File: src/rtl/cpuPkg.sv
package cpuPkg;

    typedef logic [15:0] wordT;    // Data or instruction word
    typedef logic [3:0]  regAddrT; // Register number, r0 reads zero

    // Top nibble of the instruction word
    typedef enum logic [3:0] {
        opAdd  = 4'h0,
        opSub  = 4'h1,
        opXor  = 4'h2,
        opAnd  = 4'h3,
        opSll  = 4'h4,
        opSra  = 4'h5,
        opRor  = 4'h6,
        opNop7 = 4'h7, // No-op, also used as pipeline bubble
        opLw   = 4'h8,
        opSw   = 4'h9,
        opLlb  = 4'hA,
        opLhb  = 4'hB,
        opB    = 4'hC,
        opNopD = 4'hD,
        opNopE = 4'hE,
        opHlt  = 4'hF
    } opcodeT;

    // Branch condition, bits 11..9 of a B instruction
    typedef enum logic [2:0] {
        condNe,
        condEq,
        condGt,
        condLt,
        condGe,
        condLe,
        condOv,
        condAlways
    } condT;

    // Operand source select in execute
    typedef enum logic [1:0] {
        fwdNone,
        fwdFromMem, // EX/MEM result
        fwdFromWb   // MEM/WB writeback value
    } forwardT;

    typedef struct packed {
        logic zero;
        logic overflow;
        logic negative;
    } flagsT;

    localparam wordT nopWord = 16'h7000; // Bubble in IF/ID

endpackage
File: src/rtl/fetchStage.sv
module fetchStage #(
    parameter int imemAddrWidth = 8
) (
    input  logic                     clk,
    input  logic                     reset,
    input  logic                     progWrite,
    input  logic [imemAddrWidth-1:0] progAddr,
    input  cpuPkg::wordT             progData,
    input  logic                     stall,        // Hold PC and IF/ID
    input  logic                     branchTaken,
    input  cpuPkg::wordT             branchTarget,
    input  logic                     haltSeen,     // HLT sitting in decode
    output cpuPkg::wordT             pc,
    output cpuPkg::wordT             instrId,
    output cpuPkg::wordT             pcId
);
    import cpuPkg::*;

    wordT imem [2**imemAddrWidth]; // Word addressed program store
    wordT instr;
    logic halted;
    logic freeze;

    assign instr  = imem[pc[imemAddrWidth-1:0]]; // Async read
    assign freeze = halted | haltSeen;

    always_ff @(posedge clk) begin
        if (progWrite) begin
            imem[progAddr] <= progData;
        end
    end

    always_ff @(posedge clk) begin
        if (reset) begin
            pc      <= '0;
            halted  <= 1'b0;
            instrId <= nopWord;
        end else if (!stall) begin
            halted <= freeze; // Sticky after HLT decode
            if (!freeze) begin
                pc <= branchTaken ? branchTarget : pc + 16'd1;
            end
            // Flush slot behind a taken branch or HLT
            instrId <= (branchTaken || freeze) ? nopWord : instr;
        end
    end

    always_ff @(posedge clk) begin
        if (!stall) begin
            pcId <= pc; // Branch base
        end
    end

endmodule

File: config.mk
export PLATFORM = sky130hd
export DESIGN_NAME = fetchStage
export DESIGN_NICKNAME = d
export VERILOG_FILES = /design/src/rtl/cpuPkg.sv /design/src/rtl/fetchStage.sv
export SDC_FILE = /design/constraint.sdc
export NUM_CORES = 2
export LEC_CHECK = 0
export ABC_AREA = 1
export ABC_CLOCK_PERIOD_IN_PS = 3000
export BUFFER_PORTS_ARGS = -buffer_cell sky130_fd_sc_hd__buf_2
export CAP_MARGIN = 0
export CORE_MARGIN = 2
export CORE_UTILIZATION = 45
export DETAILED_ROUTE_END_ITERATION = 10
export SLEW_MARGIN = 20
export SYNTH_ARGS = -nofsm -noshare
export SYNTH_HDL_FRONTEND = slang
export SYNTH_SLANG_ARGS = --single-unit
File: constraint.sdc
create_clock -name clk -period 3 [get_ports clk]
set_clock_uncertainty 0.05 [all_clocks]
set_input_delay 0.75 -clock clk [delete_from_list [all_inputs] [get_ports clk]]
set_output_delay 0.75 -clock clk [all_outputs]
set_load 0.01 [all_outputs]
-- Word-level counts from Yosys, hierarchy flattened
Memory sizes are Yosys's and may differ from the RTL's. A register that Yosys moved wholly into a read port is not among the register bits.
Cells that the tools add are included.
W data, S select, Z words.
- memories: 1
- register bits: 49
- RAM bits: 4096
- memories (memory ; words ; width ; read ports ; clocked after memory_dff ; write ports ; line ; text):
    imem ; 256 ; 16 ; 1 ; 1 ; 1 ; fetchStage.sv:19 ; wordT imem [2**imemAddrWidth];
- mux-type cells: 6
- bitwise gates (word level): 3
- reduce and logical (&&, ||, !) cells: 2
- add/sub/neg operators: 1
- operator list (operator ; count):
    $mux W16 ; 2
    $add A16 B1 Y16 const B ; 1
    $mux W8 ; 2
    $mux W1 ; 2
    $not A1 Y1 ; 2
    $reduce_and A2 Y1 ; 1
    $logic_or A1 B1 Y1 ; 1
    $or A1 B1 Y1 ; 1

-- Logic depth before layout (Yosys ltp)
- depth after elaboration: 5
- mapped depth: 17
- depth with buffers taken out: 13

-- Worst setup path before layout
Ideal clock, no wire load.
- kind: input to register
- from: input progAddr[7]
- to: memory imem[181][0] in the netlist's numbering, enable pin
- data arrival time: 2.303 ns
- library setup time: 0.409 ns
- stages on the path: 4
- required time: 2.541 ns
- slack: 0.238 ns
- cell sequence: inv_1 > nor2_1 > nand2_1 > nor3_1
- RTL lines (item ; line ; text):
    start: declaration ; fetchStage.sv:7 ; input logic [imemAddrWidth-1:0] progAddr,
    end: declaration ; fetchStage.sv:19 ;
Straight into the memory's write port.

==> impl_metrics.py <==
metrics = {
    "routing": {
        "drt-initial-drc-count": 13451,
        "drc": 0,
        "viasPerCell": 5.643,
        "routedWlPerCell_um": 25.27,
        "firstDrtPassIters": 6,
        "postRouteAntennaNets": 0,
        "drt-total-wl_um": 498100,
        "vias": 111246,
    },
    "synth": {
        "synthCells": 13819,
        "syn-num-nets": 13866,
        "syn_area_um2": 168000,
        "yosysWarnings": 0,
        "synth_flop_cell": "edfxtp_1",
        "async_flop_share_pct": 0,
        "synth_top_area_share_pct": 73.49,
        "synth.largest_area_cell": "edfxtp_1",
        "synth_edf_count": 4112,
        "synthTopCellsByArea": "edfxtp_1, nand3_1, nand2_1",
        "postSynthAreaPerCell_um2": 12.16,
        "synth.most_common_cell": "nand2_1",
        "ys_types": 30,
        "synth-seq-cells": 4153,
        "yosys-top-cells-count": "nand2_1, edfxtp_1, nand3_1, buf_2, nor2_1",
        "ys_seq_area_share_pct": 73.98,
    },
    "sta": {
        "setup_ws_ns": -0.03501,
        "max_slew_margin_pct": 43.29,
        "setup_violations": 1,
        "clock.fmax_mhz": 329.5,
        "fin_crit_sh_pct": 101.2,
        "worst_slew_pin_slew_ns": 0.8506,
        "finalHoldViolations": 0,
        "rsz0062_at_grt": "yes",
        "slew_viol_final": 0,
        "period_minus_slack_ns": 3.035,
        "finalSetupTns_ns": -0.03501,
    },
    "cells_and_area": {
        "drive_gt1_share_pct": 11.80,
        "utilization_pct": 52.00,
        "syn2layout_area_growth_pct": 15.11,
        "nets": 14435,
        "n_fill_cell": 31297,
    },
    "floorplan": {
        "die_w_um": 615.0,
        "die_height_um": 615.0,
        "io_pins": 94,
        "rows": 224,
        "core_area_um2": 371900,
        "initial_core_util_pct": 45.17,
        "fp.dieArea_um2": 378300,
    },
    "grt": {
        "overflow": 0,
        "antenna_found_initial": 24,
        "grt_pass1_vias": 105174,
        "grt_pass1_wl_um": 723400,
        "globalRouteTotalUtil_pct": 25.69,
        "grt_max_degree": 107,
    },
    "power": {
        "total_leakage_power_nw": 68.02,
        "cellPowerDensity_nw_per_um2": 642.8,
        "p_int_mw": 95.40,
        "peakVddDrop_mv": 0.5453,
        "p_sw_mw": 28.92,
        "p_clk_share_pct": 40.8,
        "pwr-share-seq_pct": 51.5,
        "switching_share_pct": 23.26,
        "combPwrFrac_pct": 7.7,
    },
    "cts": {
        "path_clk_slew_ns": 0.06,
        "clock_latency_ns": 0.98,
        "cts_setup_buffers": 0,
        "cts_made_buffers": 422,
        "cts-htree-levels": 5,
        "root_buffer": "clkbuf_16",
        "tritoncts": "done",
        "cts_buffer_depth": 4,
        "clock-sinks": 4153,
    },
    "place": {
        "portBuffers": 93,
        "hpwl_um": 299200,
        "place.gp.congestion": 0.8957,
        "dp_slack_ns": -0.1911,
    },
    "critical_path": {
        "cp-end-kind": "flop",
        "path_class": "flop to flop",
        "crit_arrival_ns": 3.82,
        "cp-start-kind": "flop",
        "cp.required_ns": 3.79,
        "cp_max_fo": 33,
    },
    "flow_run": {
        "max_cap_violations": 0,
    },
    "status": {
        "outcome": "finished, violations left",
        "failed_checks": "setup timing",
    },
    "worst_hold_path": {
        "hp-class": "primary input to flop",
    },
}
-- per-stage QoR --
step           cells  instance area, um^2  power, mW  hold WS, ns
4_1_cts        19705               193200      124.7      0.01553
5_1_grt        19709               193400      127.7      0.05687
3_3_place_gp   18930               179900      74.55       0.4268
3_5_place_dp   18930               179900      74.62       0.4369
2_1_floorplan  13819               168000      70.16       0.4051
6_report       19714               193400      124.3      0.07854
-- sequential cells by signal (all words and copies together), names as in the netlist, named ones only --
| signal | cells |
|---|---|
| halted | 1 |
| imem | 4096 |
| instrId | 16 |
| pc | 16 |
| pcId | 16 |
-- path summary, 6_finish.rpt --
path                                      start  slack (ns)         end  cells past startpoint
worst max-delay path                       flop       -0.04  instrId[5]                     14
worst min-delay path            branchTarget[7]        0.08        flop                      3
worst max register to register             flop       -0.04  instrId[5]                     14
worst min register to register           pc[15]        0.47    pcId[15]                      0
-- cell type report --
type	instances	area [um^2]	area share, %
clock buffers	559	11360	5.873
multi-input cells	8668	38040	19.67
repair buffers	1093	11410	5.900
diodes	7	17.52	0.009058
inverters	50	241.5	0.1249
clock inverters	212	1785	0.9232
well taps	4972	6221	3.217
flip-flops and latches	4153	124300	64.29
-- per-layer routing --
metal	part of all wire [%]	vias to the layer above	global-route usage (%)	wire length, um
li1	-	50494	-	-
met1	41	54865	35.62	202200
met2	46	4987	40.66	231000
met3	8.4	890	3.826	41850
met4	4.6	10	10.69	23020
met5	0.013	-	0	66
-- worst max-delay path, cell delays in order, from the launching register on --
cell and delay (ns):
dfxtp_4 0.40, inv_16 0.26, buf_12 0.27, buf_4 0.22
nand3_1 0.08, nand3_1 0.09, nand3_1 0.20, nand3_1 0.18
nand3_1 0.24, nand3_1 0.16, buf_4 0.19, nand3_1 0.22
buf_12 0.21, nand3_1 0.06, a21oi_1 0.06
-- what timing repair did --
item,in CTS,in global routing
setup endpoints to repair,10,14
endpoints found under the hold margin,3,0
hold buffers,4,0
cloned,0,2
gates resized for setup,15,32
-- power by group through the flow --
stage	sequential (mW)	clock, mW	combinational (mW)
after floorplan	65.2	0	4.95
after global placement	65.2	0	9.34
after detailed placement	65.2	0	9.40
after CTS	64.0	51.2	9.45
after global routing	64.0	53.5	10.3
final	64.0	50.7	9.58
-- placed cells by master (no fill, tap or decap), drive strengths merged, types with 2 or more instances in the layout --
master and n:
bufinv 26, o21ai 14, buf 1087, dfxtp 41, clkbuf 561, clkinvlp 6
o211ai 4, xor2 5, xnor2 3, nor2 304, diode 7, a211oi 2
a311oi 2, dlygate4sd3 4, nand2 4229, nand3 4063, nor3 2, nand4 2
edfxtp 4112, inv 56, clkinv 174, a21oi 34
-- logic make-up after synthesis --
logic type / share of synthesized area, %
buffers and inverters: 3.530
AND/OR/NAND/NOR: 22.25
XOR/XNOR: 0.04171
flip-flops: 73.98
adder cells (fa/ha/maj): 0.007446
AO/OA/AOI/OAI: 0.1884
(Power assumes the default switching activity.)
