--- config.mk ---
export PLATFORM = sky130hd
export DESIGN_NAME = hazardUnit
export DESIGN_NICKNAME = d
export VERILOG_FILES = /design/src/rtl/cpuPkg.sv /design/src/rtl/hazardUnit.sv
export SDC_FILE = /design/constraint.sdc
export NUM_CORES = 1
export LEC_CHECK = 0
export BUFFER_PORTS_ARGS = -buffer_cell sky130_fd_sc_hd__buf_4
export CAP_MARGIN = 20
export CORE_AREA = 2 2 39 41
export DETAILED_ROUTE_END_ITERATION = 8
export DIE_AREA = 0 0 41 43
export PLACE_DENSITY = 0.79
export SETUP_SLACK_MARGIN = 0.1
export SYNTH_ARGS = -nofsm -noshare
export SYNTH_HDL_FRONTEND = slang
export SYNTH_SLANG_ARGS = --single-unit
--- constraint.sdc ---
create_clock -name vclk -period 2.8
set_clock_uncertainty 0.2 [all_clocks]
set_input_delay 0.56 -clock vclk [all_inputs]
set_output_delay 0.56 -clock vclk [all_outputs]
set_load 0.02 [all_outputs]
--- src/rtl/cpuPkg.sv ---
package cpuPkg;

    typedef logic [15:0] wordT;    // Data or instruction word
    typedef logic [3:0]  regAddrT; // Register number, r0 reads zero

    // Top nibble of the instruction word
    typedef enum logic [3:0] {
        opAdd  = 4'h0,
        opSub  = 4'h1,
        opXor  = 4'h2,
        opAnd  = 4'h3,
        opSll  = 4'h4,
        opSra  = 4'h5,
        opRor  = 4'h6,
        opNop7 = 4'h7, // No-op, also used as pipeline bubble
        opLw   = 4'h8,
        opSw   = 4'h9,
        opLlb  = 4'hA,
        opLhb  = 4'hB,
        opB    = 4'hC,
        opNopD = 4'hD,
        opNopE = 4'hE,
        opHlt  = 4'hF
    } opcodeT;

    // Branch condition, bits 11..9 of a B instruction
    typedef enum logic [2:0] {
        condNe,
        condEq,
        condGt,
        condLt,
        condGe,
        condLe,
        condOv,
        condAlways
    } condT;

    // Operand source select in execute
    typedef enum logic [1:0] {
        fwdNone,
        fwdFromMem, // EX/MEM result
        fwdFromWb   // MEM/WB writeback value
    } forwardT;

    typedef struct packed {
        logic zero;
        logic overflow;
        logic negative;
    } flagsT;

    localparam wordT nopWord = 16'h7000; // Bubble in IF/ID

endpackage
--- src/rtl/hazardUnit.sv ---
module hazardUnit (
    input  cpuPkg::regAddrT rsEx,
    input  cpuPkg::regAddrT rtEx,
    input  cpuPkg::regAddrT rdEx,
    input  logic            memReadEx,
    input  logic            setsFlagsEx,
    input  cpuPkg::regAddrT rdMem,
    input  logic            regWriteMem,
    input  logic            memReadMem,
    input  logic            memWriteMem,
    input  cpuPkg::regAddrT wbReg,
    input  logic            wbWrite,
    input  cpuPkg::regAddrT srcAId,
    input  cpuPkg::regAddrT srcBId,
    input  logic            branchId,
    input  logic            storeId,
    output cpuPkg::forwardT forwardA,
    output cpuPkg::forwardT forwardB,
    output logic            forwardStore,
    output logic            stall
);
    import cpuPkg::*;

    logic memFwdOk, loadUse, flagStall;

    function automatic forwardT selectForward(regAddrT src, regAddrT memReg, logic memOk,
                                              regAddrT wbRegIn, logic wbOk);
        if (src == '0) return fwdNone;
        if (memOk && memReg == src) return fwdFromMem; // Newer value wins
        if (wbOk && wbRegIn == src) return fwdFromWb;
        return fwdNone;
    endfunction

    assign memFwdOk = regWriteMem && !memReadMem; // Load data not ready in EX/MEM
    assign forwardA = selectForward(rsEx, rdMem, memFwdOk, wbReg, wbWrite);
    assign forwardB = selectForward(rtEx, rdMem, memFwdOk, wbReg, wbWrite);

    // SW right behind LW picks the loaded word in memory
    assign forwardStore = memWriteMem && wbWrite && (wbReg == rdMem) && (rdMem != '0);

    // Store data from a load skips the stall
    assign loadUse = memReadEx && (rdEx != '0) &&
                     ((srcAId == rdEx) || (srcBId == rdEx && !storeId));
    assign flagStall = branchId && setsFlagsEx; // Flags land at end of EX

    assign stall = loadUse || flagStall;

endmodule

### Word-level counts from Yosys, hierarchy flattened

Index checks and enable logic that the tools add are counted.

| storage, ports and cells | value |
|---|---|
| bits in registers | 0 |
| input port bits | 36 |
| logic and storage cells | 51 |

| cells by class | value |
|---|---|
| eq/ne operators | 7 |
| mux-type cells | 24 |
| reduce and logical (&&, ||, !) cells | 20 |

Operator list:

| operator | count |
|---|---|
| == test 4 bit | 7 |
| two-way mux 2 bit | 12 |
| logical AND 1 bit | 12 |
| two-way mux 1 bit | 12 |
| zero test 4 bit | 2 |
| nonzero test 4 bit | 2 |
| zero test 1 bit | 2 |
| logical OR 1 bit | 2 |

### Logic depth before layout (Yosys ltp)

| logic depth | value |
|---|---|
| depth in word-level cells | 10 |
| mapped depth | 5 |
| mapped depth without buffers | 4 |

### Least setup slack after synthesis

Ideal clock, no wire load.

| timing path | value |
|---|---|
| path kind | input -> output |
| from | input port rdMem[1] |
| to | output port forwardA[1] |
| data arrival time | 1.449 ns |
| data required time | 2.040 ns |
| setup slack | 0.591 ns |
| stages on the path | 5 |
| path buffers | 1 |
| cells stage by stage | clkbuf_2 xnor2_1 nand4_1 a21oi_1 nor3_1 |

| on the way | value |
|---|---|
| word-level cells in the longest chain between the ends | 7 |
| elaborated cells on any way between the ends | 9 |

Ends and longest elaborated chain:

| what | RTL line | RTL |
|---|---|---|
| start: declaration | hazardUnit.sv:7 | `input cpuPkg::regAddrT rdMem,` |
| == test 4 bit (*) | hazardUnit.sv:29 | `if (memOk && memReg == src) return fwdFromMem;` |
| logical AND 1 bit (*) | hazardUnit.sv:29 |  |
| two-way mux 2 bit | hazardUnit.sv:29 |  |
| two-way mux 2 bit | hazardUnit.sv:30 | `if (wbOk && wbRegIn == src) return fwdFromWb;` |
| two-way mux 2 bit | hazardUnit.sv:31 | `return fwdNone;` |
| two-way mux 2 bit (*) | hazardUnit.sv:30 |  |
| two-way mux 2 bit (*) | hazardUnit.sv:29 |  |
| end: declaration | hazardUnit.sv:17 | `output cpuPkg::forwardT forwardA,` |

Every way passes the cells marked *; elsewhere a longest branch is shown, timed or not. The select of a mux whose other input is x is not followed.

### Worst setup path in the final report

| timing path | value |
|---|---|
| from | input port rdEx[1] |
| to | output port stall |

| on the way | value |
|---|---|
| word-level cells in the longest chain between the ends | 5 |
| elaborated cells on any way between the ends | 8 |

Ends and longest elaborated chain:

| what | RTL line | RTL |
|---|---|---|
| start: declaration | hazardUnit.sv:4 | `input cpuPkg::regAddrT rdEx,` |
| == test 4 bit | hazardUnit.sv:43 | `((srcAId == rdEx) \|\| (srcBId == rdEx && !storeId));` |
| logical AND 1 bit | hazardUnit.sv:43 |  |
| logical OR 1 bit | hazardUnit.sv:43 |  |
| logical AND 1 bit (*) | hazardUnit.sv:42 | `assign loadUse = memReadEx && (rdEx != '0) &&` |
| logical OR 1 bit (*) | hazardUnit.sv:46 | `assign stall = loadUse \|\| flagStall;` |
| end: declaration | hazardUnit.sv:20 | `output logic stall` |

Every way passes the cells marked *; elsewhere a longest branch is shown, timed or not.

==> run summary <==
Sw Share - 0.412
First-pass GRT wire length - 1950 µm
Sequential cell count - 0
WP data required - 2.04 ns
Max cap viols - 0
Fill cells - 142
Share of cells above drive strength 1 - 0.440
Top delay family on crit path - simple AND/OR/NAND/NOR gates
Resize count post-CTS - 0
Type of origin of the critical path - input port
Crit Path Category - input port to output pin
Gate count after technology mapping - 59
Post-Route M1 WL - 469 µm
Syn Nets - 95
Post-CTS setup buffer count - 0
Vias in the first global route - 528
Worst-path fanout max - 3
1st-iter DRT viols - 6
Cell Pwr Density - 145 mW/mm²
Worst VDD drop - 0.0563 mV
Cell Chain, Critical Path - buf_4 > xor2_1 > nor4_1 > a41oi_1 > o21ai_1 > buf_4
Std-Cell Rows - 14
Via count - 583
Reg area - 0 µm²
HPWL Detailed - 1180 µm
Crit path largest cell delay - 0.28 ns
Warnings, synthesis - 0
Die Footprint - 0.00176 mm²
Unrepaired setup endpoints after global routing - no
Final period utilization - 0.797
Placed Cells - 116
Cell Count, Final, Fillers Out - 116
Logic gate share of total power - 1.000
Status - finished, final reports clean
Initial core utilization - 0.297
Largest net degree at the start of global routing - 6
Worst-margin pin slew - 0.287 ns
PortBufs - 42
DRC viols - 0
DRT antenna net count - 0
NetSw - 0.0000444 W
Total power - 0.000108 W
NumNets Final - 138
Final wirelength - 1290 µm
Die span in y - 43 µm
Clock Power Share - 0
Most frequent cell on the critical path - buf_4
Worst min-delay path class - input port to output pin
P_int - 0.0000632 W
Avg WL per Cell - 11.1 µm
Overflow after GRT - 0
Sum Neg Setup Slack - 0 ns
Layout overhead on the synthesized area - 80.5%
Crit path time final - 2.23 ns
P_leak - 0.323 nW
Top Ports - 42
Highest metal used - met3
Met2 wire len - 692 µm
Unique masters post-synth - 19
Critical-path top delay cell - nor4_1
Clock buffer count - 0
Sequential share of the synthesized area - 0
Pre-antenna DRT Iters - 4
Critical path arrival - 1.47 ns
Ant. Diodes - 0
Total GRT Usage - 0.149
Sequential Power Share - 0
Routed met3 length - 128 µm
CP Buf/Inv Count - 2
F_max - 448 MHz
Mapped cell area - 410 µm²
Worst hold-check slack - 1.23 ns
Hold buffers post-CTS - 0
Post-Route Utilization - 0.535
Critical path endpoint category - output pin
Hold Violations, Final - 0
Syn avg cell area - 6.96 µm²
Final setup fails - 0
Die W - 41 µm
Core Footprint - 0.00138 mm²
DR vias/cell - 5.03
Placer Congestion - 0.818
Worst rel slew slack - 0.806
Slew Limit Fails - 0
Initial antenna violation count - 0
## power groups by stage
stage | Clock (W) | Combinational [W] | Sequential [W]
final | 0 | 0.000108 | 0
after global routing | 0 | 0.000118 | 0
after CTS | 0 | 0.000108 | 0
after detailed placement | 0 | 0.000108 | 0
after global placement | 0 | 0.000106 | 0
after floorplan | 0 | 0.0000464 | 0
## synth_stat cells, drive strengths merged
library cell,instances,area share
a21oi,4,0.049
nand4,4,0.061
inv,1,0.0091
xnor2,16,0.34
o21ai,3,0.037
nand2,2,0.018
nor2,3,0.027
nor3,9,0.11
a41oi,1,0.021
o41ai,1,0.021
clkbuf,1,0.012
o2111ai,1,0.021
or2,1,0.015
nor2b,1,0.015
xor2,8,0.17
and2b,1,0.018
nor4,1,0.015
nor4b,1,0.037
## stage by stage
step,worst slack (ns),instance area (µm²)
after CTS,0.562,741
after detailed placement,0.565,741
final,0.568,741
after global routing,0.489,741
after floorplan,0.591,410
after global placement,0.602,741
## layout by cell type (no fill, tap or decap), types with 2 or more instances in the layout
| cell type | instances |
|---|---|
| nand4_1 | 4 |
| buf_4 | 42 |
| o21ai_0 | 2 |
| nor3_1 | 9 |
| xor2_1 | 8 |
| nor2_1 | 3 |
| a21oi_1 | 4 |
| nand2_1 | 2 |
| xnor2_1 | 16 |
## layer usage
layer	track usage	up-vias
met3	0.0105	0
met1	0.165	263
met2	0.288	24
met4	0.0200	0
li1	-	296
met5	0	-
## tightest hold or removal path, cell delays in order
cell	delay [ns]
buf_4	0.08
nand2_1	0.03
o21ai_1	0.06
buf_4	0.14
## kinds of logic after synthesis
logic type	after synthesis	share of synthesized area
buffers and inverters	2	0.0213
XOR/XNOR	24	0.512
AO/OA/AOI/OAI	10	0.149
AND/OR/NAND/NOR	23	0.317
## final cells by class
cell class         count  area (µm²)  area share
multi-input cells     57         402       0.542
well taps             16        20.0      0.0270
inverters              1        3.75     0.00507
repair buffers        42         315       0.426
## final timing paths
check                   start  endpoint  slack (ns)  depth (start not counted)
setup / recovery      rdEx[1]     stall        0.57                          6
hold / removal    setsFlagsEx     stall        1.23                          4
No activity file was read; power rests on OpenSTA's default activity.
