[config.mk]
export PLATFORM = sky130hd
export DESIGN_NAME = decodeStage
export DESIGN_NICKNAME = d
export VERILOG_FILES = /design/src/rtl/cpuPkg.sv /design/src/rtl/decodeStage.sv /design/src/rtl/registerFile.sv
export SDC_FILE = /design/constraint.sdc
export NUM_CORES = 1
export LEC_CHECK = 0
export BUFFER_PORTS_ARGS = -buffer_cell sky130_fd_sc_hd__buf_2
export CAP_MARGIN = 20
export CORE_ASPECT_RATIO = 0.75
export CORE_MARGIN = 2
export CORE_UTILIZATION = 45
export CTS_CLUSTER_DIAMETER = 50
export DETAILED_ROUTE_END_ITERATION = 10
export SYNTH_ARGS = -nofsm -noshare
export SYNTH_HDL_FRONTEND = slang
export SYNTH_HIERARCHICAL = 1
export SYNTH_SLANG_ARGS = --single-unit
[constraint.sdc]
create_clock -name clk -period 3.96 [get_ports clk]
set_input_delay 0.792 -clock clk [delete_from_list [all_inputs] [get_ports clk]]
set_output_delay 0.792 -clock clk [all_outputs]
set_load 0.01 [all_outputs]
[src/rtl/cpuPkg.sv]
package cpuPkg;

    typedef logic [15:0] wordT;    // Data or instruction word
    typedef logic [3:0]  regAddrT; // Register number, r0 reads zero

    // Top nibble of the instruction word
    typedef enum logic [3:0] {
        opAdd  = 4'h0,
        opSub  = 4'h1,
        opXor  = 4'h2,
        opAnd  = 4'h3,
        opSll  = 4'h4,
        opSra  = 4'h5,
        opRor  = 4'h6,
        opNop7 = 4'h7, // No-op, also used as pipeline bubble
        opLw   = 4'h8,
        opSw   = 4'h9,
        opLlb  = 4'hA,
        opLhb  = 4'hB,
        opB    = 4'hC,
        opNopD = 4'hD,
        opNopE = 4'hE,
        opHlt  = 4'hF
    } opcodeT;

    // Branch condition, bits 11..9 of a B instruction
    typedef enum logic [2:0] {
        condNe,
        condEq,
        condGt,
        condLt,
        condGe,
        condLe,
        condOv,
        condAlways
    } condT;

    // Operand source select in execute
    typedef enum logic [1:0] {
        fwdNone,
        fwdFromMem, // EX/MEM result
        fwdFromWb   // MEM/WB writeback value
    } forwardT;

    typedef struct packed {
        logic zero;
        logic overflow;
        logic negative;
    } flagsT;

    localparam wordT nopWord = 16'h7000; // Bubble in IF/ID

endpackage
[src/rtl/decodeStage.sv]
module decodeStage (
    input  logic             clk,
    input  logic             reset,
    input  logic             stall,
    input  cpuPkg::wordT     instrId,
    input  cpuPkg::wordT     pcId,
    input  cpuPkg::flagsT    flags,       // Flag register in execute
    input  logic             wbWrite,
    input  cpuPkg::regAddrT  wbReg,
    input  cpuPkg::wordT     wbData,
    output logic             branchTaken,
    output cpuPkg::wordT     branchTarget,
    output logic             haltSeen,
    output cpuPkg::regAddrT  srcAId,      // Sources read in decode, r0 if unused
    output cpuPkg::regAddrT  srcBId,
    output logic             branchId,
    output logic             storeId,
    output cpuPkg::opcodeT   opcode,
    output cpuPkg::wordT     regA,
    output cpuPkg::wordT     regB,
    output cpuPkg::wordT     imm,
    output cpuPkg::regAddrT  rdEx,
    output cpuPkg::regAddrT  rsEx,
    output cpuPkg::regAddrT  rtEx,
    output logic             memRead,
    output logic             memWrite,
    output logic             regWrite,
    output logic             setsFlags
);
    import cpuPkg::*;

    opcodeT  op;
    condT    cond;
    regAddrT rd, rs, rt;
    wordT    readDataA, readDataB, immD;
    logic    regWriteD, setsFlagsD, condMet;

    assign op   = opcodeT'(instrId[15:12]);
    assign cond = condT'(instrId[11:9]);
    assign rd   = instrId[11:8];
    assign rs   = instrId[7:4];
    assign rt   = instrId[3:0];

    assign branchId = (op == opB);
    assign storeId  = (op == opSw);
    assign haltSeen = (op == opHlt);

    registerFile regFileInst (
        .clk(clk), .reset(reset),
        .readRegA(srcAId), .readRegB(srcBId),
        .writeEnable(wbWrite), .writeReg(wbReg), .writeData(wbData),
        .readDataA(readDataA), .readDataB(readDataB)
    );

    always_comb begin
        srcAId     = '0;
        srcBId     = '0;
        immD       = '0;
        regWriteD  = 1'b0;
        setsFlagsD = 1'b0;
        case (op)
            opAdd, opSub, opXor, opAnd: begin
                srcAId     = rs;
                srcBId     = rt;
                regWriteD  = 1'b1;
                setsFlagsD = 1'b1;
            end
            opSll, opSra, opRor: begin
                srcAId     = rs;
                immD       = {12'h000, rt}; // Shift amount
                regWriteD  = 1'b1;
                setsFlagsD = 1'b1;
            end
            opLw: begin
                srcAId    = rs;
                immD      = {{12{rt[3]}}, rt}; // Signed word offset
                regWriteD = 1'b1;
            end
            opSw: begin
                srcAId = rs;
                srcBId = rd; // Store data register
                immD   = {{12{rt[3]}}, rt};
            end
            opLlb, opLhb: begin
                srcAId    = rd; // LHB keeps rd low byte
                immD      = {{8{instrId[7]}}, instrId[7:0]};
                regWriteD = 1'b1;
            end
            default: ;
        endcase
    end

    // Condition against the committed flags
    always_comb begin
        condMet = 1'b0;
        case (cond)
            condNe:     condMet = !flags.zero;
            condEq:     condMet = flags.zero;
            condGt:     condMet = !flags.zero && !flags.negative;
            condLt:     condMet = flags.negative;
            condGe:     condMet = flags.zero || !flags.negative;
            condLe:     condMet = flags.zero || flags.negative;
            condOv:     condMet = flags.overflow;
            condAlways: condMet = 1'b1;
            default:    condMet = 1'b0;
        endcase
    end

    assign branchTaken  = branchId && condMet && !stall; // Wait out flag stall
    assign branchTarget = pcId + 16'd1 + {{7{instrId[8]}}, instrId[8:0]};

    // ID/EX controls, bubble on stall
    always_ff @(posedge clk) begin
        if (reset || stall) begin
            opcode    <= opNop7;
            memRead   <= 1'b0;
            memWrite  <= 1'b0;
            regWrite  <= 1'b0;
            setsFlags <= 1'b0;
        end else begin
            opcode    <= op;
            memRead   <= (op == opLw);
            memWrite  <= storeId;
            regWrite  <= regWriteD && (rd != '0); // r0 writes dropped here
            setsFlags <= setsFlagsD;
        end
    end

    // ID/EX payload
    always_ff @(posedge clk) begin
        regA <= readDataA;
        regB <= readDataB;
        imm  <= immD;
        rdEx <= rd;
        rsEx <= srcAId;
        rtEx <= srcBId;
    end

endmodule

[src/rtl/registerFile.sv]
module registerFile (
    input  logic            clk,
    input  logic            reset,
    input  cpuPkg::regAddrT readRegA,
    input  cpuPkg::regAddrT readRegB,
    input  logic            writeEnable,
    input  cpuPkg::regAddrT writeReg,
    input  cpuPkg::wordT    writeData,
    output cpuPkg::wordT    readDataA,
    output cpuPkg::wordT    readDataB
);
    import cpuPkg::*;

    wordT regs [16];

    always_ff @(posedge clk) begin
        if (reset) begin
            for (int i = 0; i < 16; i++) begin
                regs[i] <= '0; // Known state for program start
            end
        end else if (writeEnable && writeReg != '0) begin
            regs[writeReg] <= writeData;
        end
    end

    // Same-cycle write bypass on both read ports
    always_comb begin
        if (readRegA == '0) readDataA = '0;
        else if (writeEnable && writeReg == readRegA) readDataA = writeData;
        else readDataA = regs[readRegA];
    end

    always_comb begin
        if (readRegB == '0) readDataB = '0;
        else if (writeEnable && writeReg == readRegB) readDataB = writeData;
        else readDataB = regs[readRegB];
    end

endmodule

Word-level counts from Yosys, hierarchy flattened
Memories as Yosys holds them, arrays and structs flattened.
Index checks and enable logic that the tools add are counted.
{ "totals": {"regBits": 68, "elab_cells": 78, "out_inout_bits": 96, "memories": 1, "mem_bits_rw": 256, "inputBits": 59} }
{ "mem_list": {"columns": ["memory", "depth", "word_bits", "read_ports", "rd_clocked_by_memory_dff", "write_ports", "line", "text"], "rows": [
  ["regFileInst.regs", 16, 16, 2, 0, 16, "registerFile.sv:14", "wordT regs [16];"]
]} }
{ "classes": {"mux": 16, "add_sub_neg": 2, "eq_ne": 21, "reduce_logical": 27} }
{ "op_table": {"columns": ["cell", "count"], "rows": [
  ["2-to-1 mux 16 bit", 3],
  ["one-hot mux 16 bit (3 select lines)", 1],
  ["equality test 4 bit, second input constant", 6],
  ["adder 16 x 1 -> 16 bit, second input constant", 1],
  ["adder 16 bit", 1],
  ["one-hot mux 4 bit (2 select lines)", 2],
  ["OR reduction 16 bit", 1],
  ["equality test 3 bit, second input constant", 4],
  ["equality test 4 x 3 -> 1 bit, second input constant", 3],
  ["zero test 4 bit", 3],
  ["OR reduction 10 bit", 1],
  ["OR reduction 9 bit", 1],
  ["equality test 4 x 2 -> 1 bit, second input constant", 2],
  ["equality test 4 bit", 2],
  ["2-to-1 mux 1 bit", 8],
  ["one-hot mux 1 bit (8 select lines)", 1],
  ["nonzero test 4 bit", 2],
  ["logical AND 1 bit", 7],
  ["OR reduction 7 bit", 1],
  ["equality test 3 x 2 -> 1 bit, second input constant", 2],
  ["equality test 4 x 1 -> 1 bit, second input constant", 1],
  ["2-to-1 mux 4 bit", 1],
  ["OR reduction 2 bit", 2],
  ["OR reduction 4 bit", 1],
  ["other kinds (5)", 9]
]} }

Depth between registers and ports, before layout
Gate-level depths: netlist (run 1).
{ "logic_depth": {"word_depth": 7, "ltp_mapped": 12, "mapped_depth_nobuf": 9} }

Hierarchy
The synthesis (run 1) kept the hierarchy.
{ "modules_own_cells": {"columns": ["module", "instances", "area_per_inst_um2", "seq_area_each_um2", "cells_each"], "rows": [
  ["registerFile", 1, 14101.0, 7687.4, 1047],
  ["decodeStage", 1, 2441.1, 1201.2, 244]
]} }

Worst setup path before layout (run 1)
Ideal clock, no wire load.
{ "synth_timing": {"path_kind": "input to register", "from": "input instrId[14]", "to": "register regB[14]", "t_arrival_ps": 3104, "cell_stages": 9, "setup_slack_ps": 732, "t_required_ps": 3836, "path_cell_list": "clkbuf_1 nand2b_1 nor3b_2 a22o_1 buf_2 mux4_2 mux2_2 a211oi_1 a21oi_1"} }
{ "synth_rtl": {"columns": ["item", "line", "text"], "rows": [
  ["start: declaration", "decodeStage.sv:5", "input cpuPkg::wordT instrId,"],
  ["equality test 4 bit *", null, null],
  ["named net storeId", "decodeStage.sv:17", "output logic storeId,"],
  ["one-hot mux 4 bit (2 select lines) *", "decodeStage.sv:61", "case (op)"],
  ["named net srcBId[1]", "decodeStage.sv:15", "output cpuPkg::regAddrT srcBId,"],
  ["branches (longest 3 deep; another with memory (16 x 16 bit))", null, null],
  ["end signal: assignment", "decodeStage.sv:132", "regB <= readDataB;"],
  ["end: declaration", "decodeStage.sv:20", "output cpuPkg::wordT regB,"]
]} }
Mark *: on every way through the listed nets, which the timed path passes.
A chain may end at the register's enable or synchronous reset.

Worst setup path in the final report (run 1)
{ "layout_timing": {"from": "input instrId[0]", "to": "output branchTarget[12]"} }
{ "layout_via": {"elab_chain_len": 1} }
{ "layout_lines": {"columns": ["item", "line", "text"], "rows": [
  ["adder 16 bit", "decodeStage.sv:110", "assign branchTarget = pcId + 16'd1 + {{7{instrId[8]}}, instrId[8:0]};"],
  ["end: declaration", "decodeStage.sv:12", "output cpuPkg::wordT branchTarget,"]
]} }
Every way passes these cells.

==> results.sh, run 1 <==
export IMPL_timing_critical_path_buf_inv=4
export IMPL_ys_types=61
export IMPL_die_height_um=170
export IMPL_cpPeakStageDelay_ns=0.47
export IMPL_ys_flop_type="edfxtp_1"
export IMPL_post_cts_setup_buffers=0
export IMPL_vias=11600
export IMPL_path_clk_slew_ns=0.05
export IMPL_power_switching_mw=2.44
export IMPL_ys_warn_count=6
export IMPL_start_kind="input pin"
export IMPL_p_int_mw=6.57
export IMPL_rr_endpoint="regA[14]$_DFF_P_"
export IMPL_clock_sinks=316
export IMPL_multiInputGateArea_sq_um=7120
export IMPL_dp_cells=1855
export IMPL_core_sq_um=36000
export IMPL_wl_per_cell_um=25.9
export IMPL_nFillCells=3104
export IMPL_leakagePower_nw=7.00
export IMPL_place_congestion=0.879
export IMPL_fin_crit_ns=3.72
export IMPL_fmax_ghz=0.269
export IMPL_max_cap_viol_count=0
export IMPL_status="complete, no violations"
export IMPL_netlist_instances=1291
export IMPL_critPathRequiredTime_ns=3.17
export IMPL_seq_power_share=0.437
export IMPL_finalSetupTns_ns=0
export IMPL_sw_frac_of_total=0.271
export IMPL_die_area_sq_um=38300
export IMPL_clock_path_buffers=3
export IMPL_whs_path_depth=1
export IMPL_n_antenna_cell=0
export IMPL_min_from="instrId[9]"
export IMPL_reg2reg_depth=4
export IMPL_cpLargestDelayFamily="compound AO/OA/AOI/OAI gates"
export IMPL_synth_seq_cells=316
export IMPL_row_count=60
export IMPL_worstSkewPairLatency_ns=0.54
export IMPL_clock_power_share=0.404
export IMPL_seqCellArea_sq_um=8890
export IMPL_grt_pass1_vias=11000
export IMPL_postCtsHoldBufs=0
export IMPL_final_cells=1925
export IMPL_rsz0062_at_grt="false"
export IMPL_synthArstFlopShare=0
export IMPL_grt_total_usage=0.262
export IMPL_tritoncts="done"
export IMPL_cp_arrival_ns=2.93
export IMPL_post_dp_hpwl_um=34400
export IMPL_path_class="in -> out"
export IMPL_synth_edf_count=256
export IMPL_fin_total_pwr_mw=9.01
export IMPL_fin_nets=1507
export IMPL_via_per_inst=6.01
export IMPL_vdd_drop_max_v=0.000329
export IMPL_hold_viol=0
export IMPL_skew_ns=0.0200
export IMPL_wl_um=49800
export IMPL_drt_iter0_drc=1298
export IMPL_r2r_start="regFileInst/regs[15][14]$_SDFFCE_PN0P_"
export IMPL_grt_ovfl_total=0
export IMPL_drcViolationCount=0
export IMPL_portBuffers=154
export IMPL_area_growth_pct=15.4
export IMPL_cts_resized_gates=0
export IMPL_final_common_cell="edfxtp_1"
export IMPL_ios=155
export IMPL_drv_slew=0
export IMPL_slew_headroom=0.292
export IMPL_cts_buffers_inserted=40
export IMPL_root_buffer="clkbuf_16"
export IMPL_crit_path_end_kind="primary output"
export IMPL_worst_pin_slew_ns=1.06
export IMPL_setup_viol=0
export IMPL_initial_core_util=0.459
export IMPL_layout_common_cells="edfxtp_1 (256), and2_1 (242), buf_2 (154)"
export IMPL_combPwrFrac=0.158
export IMPL_synth_yosys_seq_area_share=0.537
export IMPL_reg2reg_slack_ns=2.22
export IMPL_avgSynthCellArea_sq_um=12.8
export IMPL_cts_htree_levels=2
export IMPL_grt_antenna_before_repair=1
export IMPL_drtPass1Iterations=7
export IMPL_syn_area_sq_um=16500
export IMPL_crit_fanout=3
export IMPL_hold_slack_ns=0.493
export IMPL_grt_max_degree=67
export IMPL_die_w_um=225
export IMPL_drive_above_1_share=0.242
export IMPL_grt_pass1_wl_um=74000
export IMPL_postRouteAntennaNets=0
export IMPL_hold_end="rdEx[1]$_DFF_P_"
export IMPL_fin_crit_sh=0.940
export IMPL_hold_path_class="in -> reg"
export IMPL_p_per_area_nw_per_um2=472
export IMPL_cp_slowest_cell="fa_1"
export IMPL_worstPathCellList="buf_2, inv_1, ha_1, inv_1, fa_1, a21oi_1, o21ai_1, a311oi_1, o31ai_1, xor2_1, buf_2"
worst max-delay path by stage:
stage | from | endpoint | slack [ns] | cells after the start
detailed placement | instrId[0] | branchTarget[12] | 0.30 | 11
floorplan | instrId[14] | regB[14]$_DFF_P_ | 0.73 | 9
finish | instrId[0] | branchTarget[12] | 0.24 | 11
CTS | instrId[0] | branchTarget[12] | 0.29 | 11
global placement | instrId[0] | branchTarget[12] | 0.34 | 11
global route | instrId[0] | branchTarget[12] | 0.11 | 11
kinds of logic after synthesis:
group / share of synthesized area
other cells: 0.000227
simple gates: 0.140
buf+inv: 0.0389
flops: 0.537
fa+ha+maj: 0.0126
mux: 0.167
xor+xnor: 0.00953
compound gates: 0.0952
power groups by stage:
stage / clock network (mW) / registers, mW / logic (mW)
after floorplan: 0 / 4.01 / 0.832
after global placement: 0 / 4.00 / 1.39
after detailed placement: 0 / 4.01 / 1.40
after CTS: 3.69 / 3.94 / 1.40
after global routing: 3.81 / 3.97 / 1.50
final: 3.64 / 3.94 / 1.42
state kept, by name, indices dropped and copies added, names as in the netlist:
register	cells
rsEx	4
setsFlags	1
memRead	1
regA	16
regFileInst/regs	256
imm	8
rdEx	4
regB	16
opcode	4
memWrite	1
regWrite	1
rtEx	4
Yosys cell counts (all sizes together), types with 9 or more instances:
cell,instances,area [sq um]
edfxtp,256,7690
and2,243,1520
mux2i,129,1290
mux4,64,1440
o22ai,64,400
dfxtp,60,1200
clkbuf,57,216
buf,55,388
nand3,38,205
a211oi,34,260
o31ai,33,248
a31oi,32,200
nor2,28,105
a21oi,24,120
or2,20,125
nand2,19,71.3
o21ai,18,93.8
ha,15,188
xnor2,13,114
nor2b,10,62.6
inv,9,33.8
per-stage QoR:
step | util | instance area [sq um] | setup slack [ns]
2_1_floorplan | - | 16600 | 0.732
3_3_place_gp | 0.494 | 17800 | 0.339
3_5_place_dp | 0.494 | 17800 | 0.298
4_1_cts | 0.530 | 19100 | 0.295
5_1_grt | 0.530 | 19100 | 0.112
6_report | 0.530 | 19100 | 0.238
routing by layer:
| layer | up-vias | GRT usage | wire length, um | share of wire |
|---|---|---|---|---|
| li1 | 5159 | - | - | - |
| met1 | 5832 | 0.411 | 23600 | 0.47 |
| met2 | 504 | 0.360 | 20300 | 0.41 |
| met3 | 79 | 0.0630 | 4700 | 0.094 |
| met4 | 0 | 0.0668 | 1190 | 0.024 |
| met5 | - | 0 | 0 | 0 |
final cells by class:
type	count	share of cell area
inverters	10	0.00203
clock inverters	21	0.0124
flip-flops and latches	316	0.466
repair buffers	196	0.0608
multi-input cells	868	0.373
well taps	465	0.0305
clock buffers	49	0.0558
Power figures use the tool's default switching activity.
==> run 2: changes to the inputs <==
Settings changed: CORE_ASPECT_RATIO 0.75 to default.
==> run 2 against run 1 <==
Routed wire length down 7.7%; setup slack better by 0.14 ns; hold slack worse by 0.038 ns; count of clock-buffer cells in the layout up 7; cell area down 0.11%; via count down 2.3%; critical path type unchanged.
==> results.sh, run 2 (synthesized netlist as in run 1, its figures left out) <==
export IMPL_clock_path_buffers=3
export IMPL_fin_crit_ns=3.58
export IMPL_core_sq_um=36400
export IMPL_clock_power_share=0.389
export IMPL_hold_viol=0
export IMPL_worstSkewPairLatency_ns=0.53
export IMPL_fin_nets=1517
export IMPL_finalSetupTns_ns=0
export IMPL_root_buffer="clkbuf_16"
export IMPL_tritoncts="done"
export IMPL_drt_iter0_drc=855
export IMPL_top_register="regFileInst/regs"
export IMPL_path_class="in -> out"
export IMPL_grt_total_usage=0.240
export IMPL_hold_path_class="in -> reg"
export IMPL_timing_critical_path_buf_inv=4
export IMPL_cts_resized_gates=0
export IMPL_seqCellArea_sq_um=8890
export IMPL_max_cap_viol_count=0
export IMPL_post_dp_hpwl_um=32500
export IMPL_die_area_sq_um=38300
export IMPL_place_congestion=0.910
export IMPL_placed_cell_area_sq_um=17800
export IMPL_final_cell_area_sq_um=19100
export IMPL_cts_htree_levels=2
export IMPL_initial_core_util=0.454
export IMPL_critPathRequiredTime_ns=3.17
export IMPL_status="complete, no violations"
export IMPL_drive_above_1_share=0.247
export IMPL_postCtsHoldBufs=0
export IMPL_leakagePower_nw=7.02
export IMPL_worst_pin_slew_ns=0.891
export IMPL_die_w_um=196
export IMPL_fin_total_pwr_mw=8.68
export IMPL_nFillCells=3159
export IMPL_vias=11300
export IMPL_grt_ovfl_total=0
export IMPL_setup_viol=0
export IMPL_drtPass1Iterations=5
export IMPL_hold_slack_ns=0.454
export IMPL_multiInputGateArea_sq_um=7120
export IMPL_reg_top3="regFileInst/regs: 256 flops, regA: 16 flops, regB: 16 flops"
export IMPL_cts_buffers_inserted=37
export IMPL_fin_crit_sh=0.904
export IMPL_wl_um=46000
export IMPL_slew_headroom=0.405
export IMPL_via_per_inst=5.84
export IMPL_place_ws_ns=0.388
export IMPL_start_kind="input pin"
export IMPL_p_per_area_nw_per_um2=455
export IMPL_drv_slew=0
export IMPL_grt_antenna_before_repair=0
export IMPL_power_switching_mw=2.24
export IMPL_layout_common_cells="edfxtp_1 (256), and2_1 (242), buf_2 (154)"
export IMPL_n_antenna_cell=0
export IMPL_cpPeakStageDelay_ns=0.41
export IMPL_skew_ns=0.0180
export IMPL_crit_fanout=3
export IMPL_portBuffers=154
export IMPL_cp_arrival_ns=2.79
export IMPL_grt_pass1_wl_um=69300
export IMPL_die_height_um=196
export IMPL_wl_per_cell_um=23.7
export IMPL_clock_sinks=316
export IMPL_drcViolationCount=0
export IMPL_vdd_drop_max_v=0.000292
export IMPL_final_common_cell="edfxtp_1"
export IMPL_grt_pass1_vias=11100
export IMPL_rsz0062_at_grt="false"
export IMPL_area_growth_pct=15.3
export IMPL_grt_max_degree=37
export IMPL_path_clk_slew_ns=0.06
export IMPL_finalWorstSetupSlack_ns=0.379
export IMPL_cp_slowest_cell="fa_1"
export IMPL_largest_reg_flops=256
export IMPL_combPwrFrac=0.155
export IMPL_postRouteAntennaNets=0
export IMPL_row_count=70
export IMPL_ios=155
export IMPL_crit_path_end_kind="primary output"
export IMPL_cpLargestDelayFamily="compound AO/OA/AOI/OAI gates"
export IMPL_worstPathCellList="buf_2, inv_1, ha_1, inv_1, fa_1, a21oi_1, o21ai_1, a311oi_1, o31ai_1, xor2_1, buf_2"
export IMPL_sw_frac_of_total=0.258
export IMPL_seq_power_share=0.455
export IMPL_p_int_mw=6.44
export IMPL_fmax_ghz=0.279
export IMPL_post_cts_setup_buffers=0
## run 2: changes by cell type in the layout (fill, tap and decap cells not counted), moves of 2 or more
cell / previous run / this run
clkinv_1: 5 / 1
buf_4: 36 / 52
clkbuf_16: 41 / 39
clkbuf_1: 7 / 11
clkbuf_8: 1 / 6
inv_8: 2 / 0
clkinv_4: 4 / 0
bufinv_16: 4 / 2
buf_12: 6 / 3
## run 2: stage by stage
step           utilization  cells
3_3_place_gp         0.490   1870
3_5_place_dp         0.490   1870
2_1_floorplan            -   1306
4_1_cts              0.523   1936
6_report             0.523   1937
5_1_grt              0.523   1937
## run 2: layout make-up
cell class                      count  area share
Timing Repair Buffer              209      0.0640
Sequential cell                   316       0.466
Inverter                           10     0.00203
Multi-Input combinational cell    868       0.373
Clock inverter                     10     0.00617
Tap cell                          468      0.0307
Clock buffer                       56      0.0577
## run 2: worst paths after layout
| check | from | endpoint | slack (ns) | cells past startpoint |
|---|---|---|---|---|
| setup / recovery | instrId[0] | branchTarget[12] | 0.38 | 11 |
| hold / removal | instrId[9] | rdEx[1]$_DFF_P_ | 0.45 | 1 |
| setup reg to reg | regFileInst/regs[8][14]$_SDFFCE_PN0P_ | regA[14]$_DFF_P_ | 2.25 | 4 |
| hold reg to reg | regFileInst/regs[2][13]$_SDFFCE_PN0P_ | regB[13]$_DFF_P_ | 0.79 | 4 |
## run 2: power by group through the flow
| stage | sequential (mW) | combinational (mW) | clock [mW] |
|---|---|---|---|
| 2_1_floorplan | 4.01 | 0.832 | 0 |
| 3_3_place_gp | 4.01 | 1.33 | 0 |
| 3_5_place_dp | 4.02 | 1.34 | 0 |
| 4_1_cts | 3.95 | 1.34 | 3.44 |
| 5_1_grt | 3.98 | 1.44 | 3.57 |
| 6_report | 3.95 | 1.35 | 3.38 |
## run 2: worst reg2reg max path: cells and delay by family (launching register included)
family          cells  cell delay [ns]
compound gates      2             0.38
mux                 2             0.77
flops               1             0.41
## run 2: routing by layer
layer  GRT usage  vias to the layer above  wire length (um)
li1            -                     5183                 -
met1       0.336                     5733             20400
met2       0.391                      348             22000
met3      0.0442                       46              2770
met4      0.0556                        0               814
met5           0                        -                 0
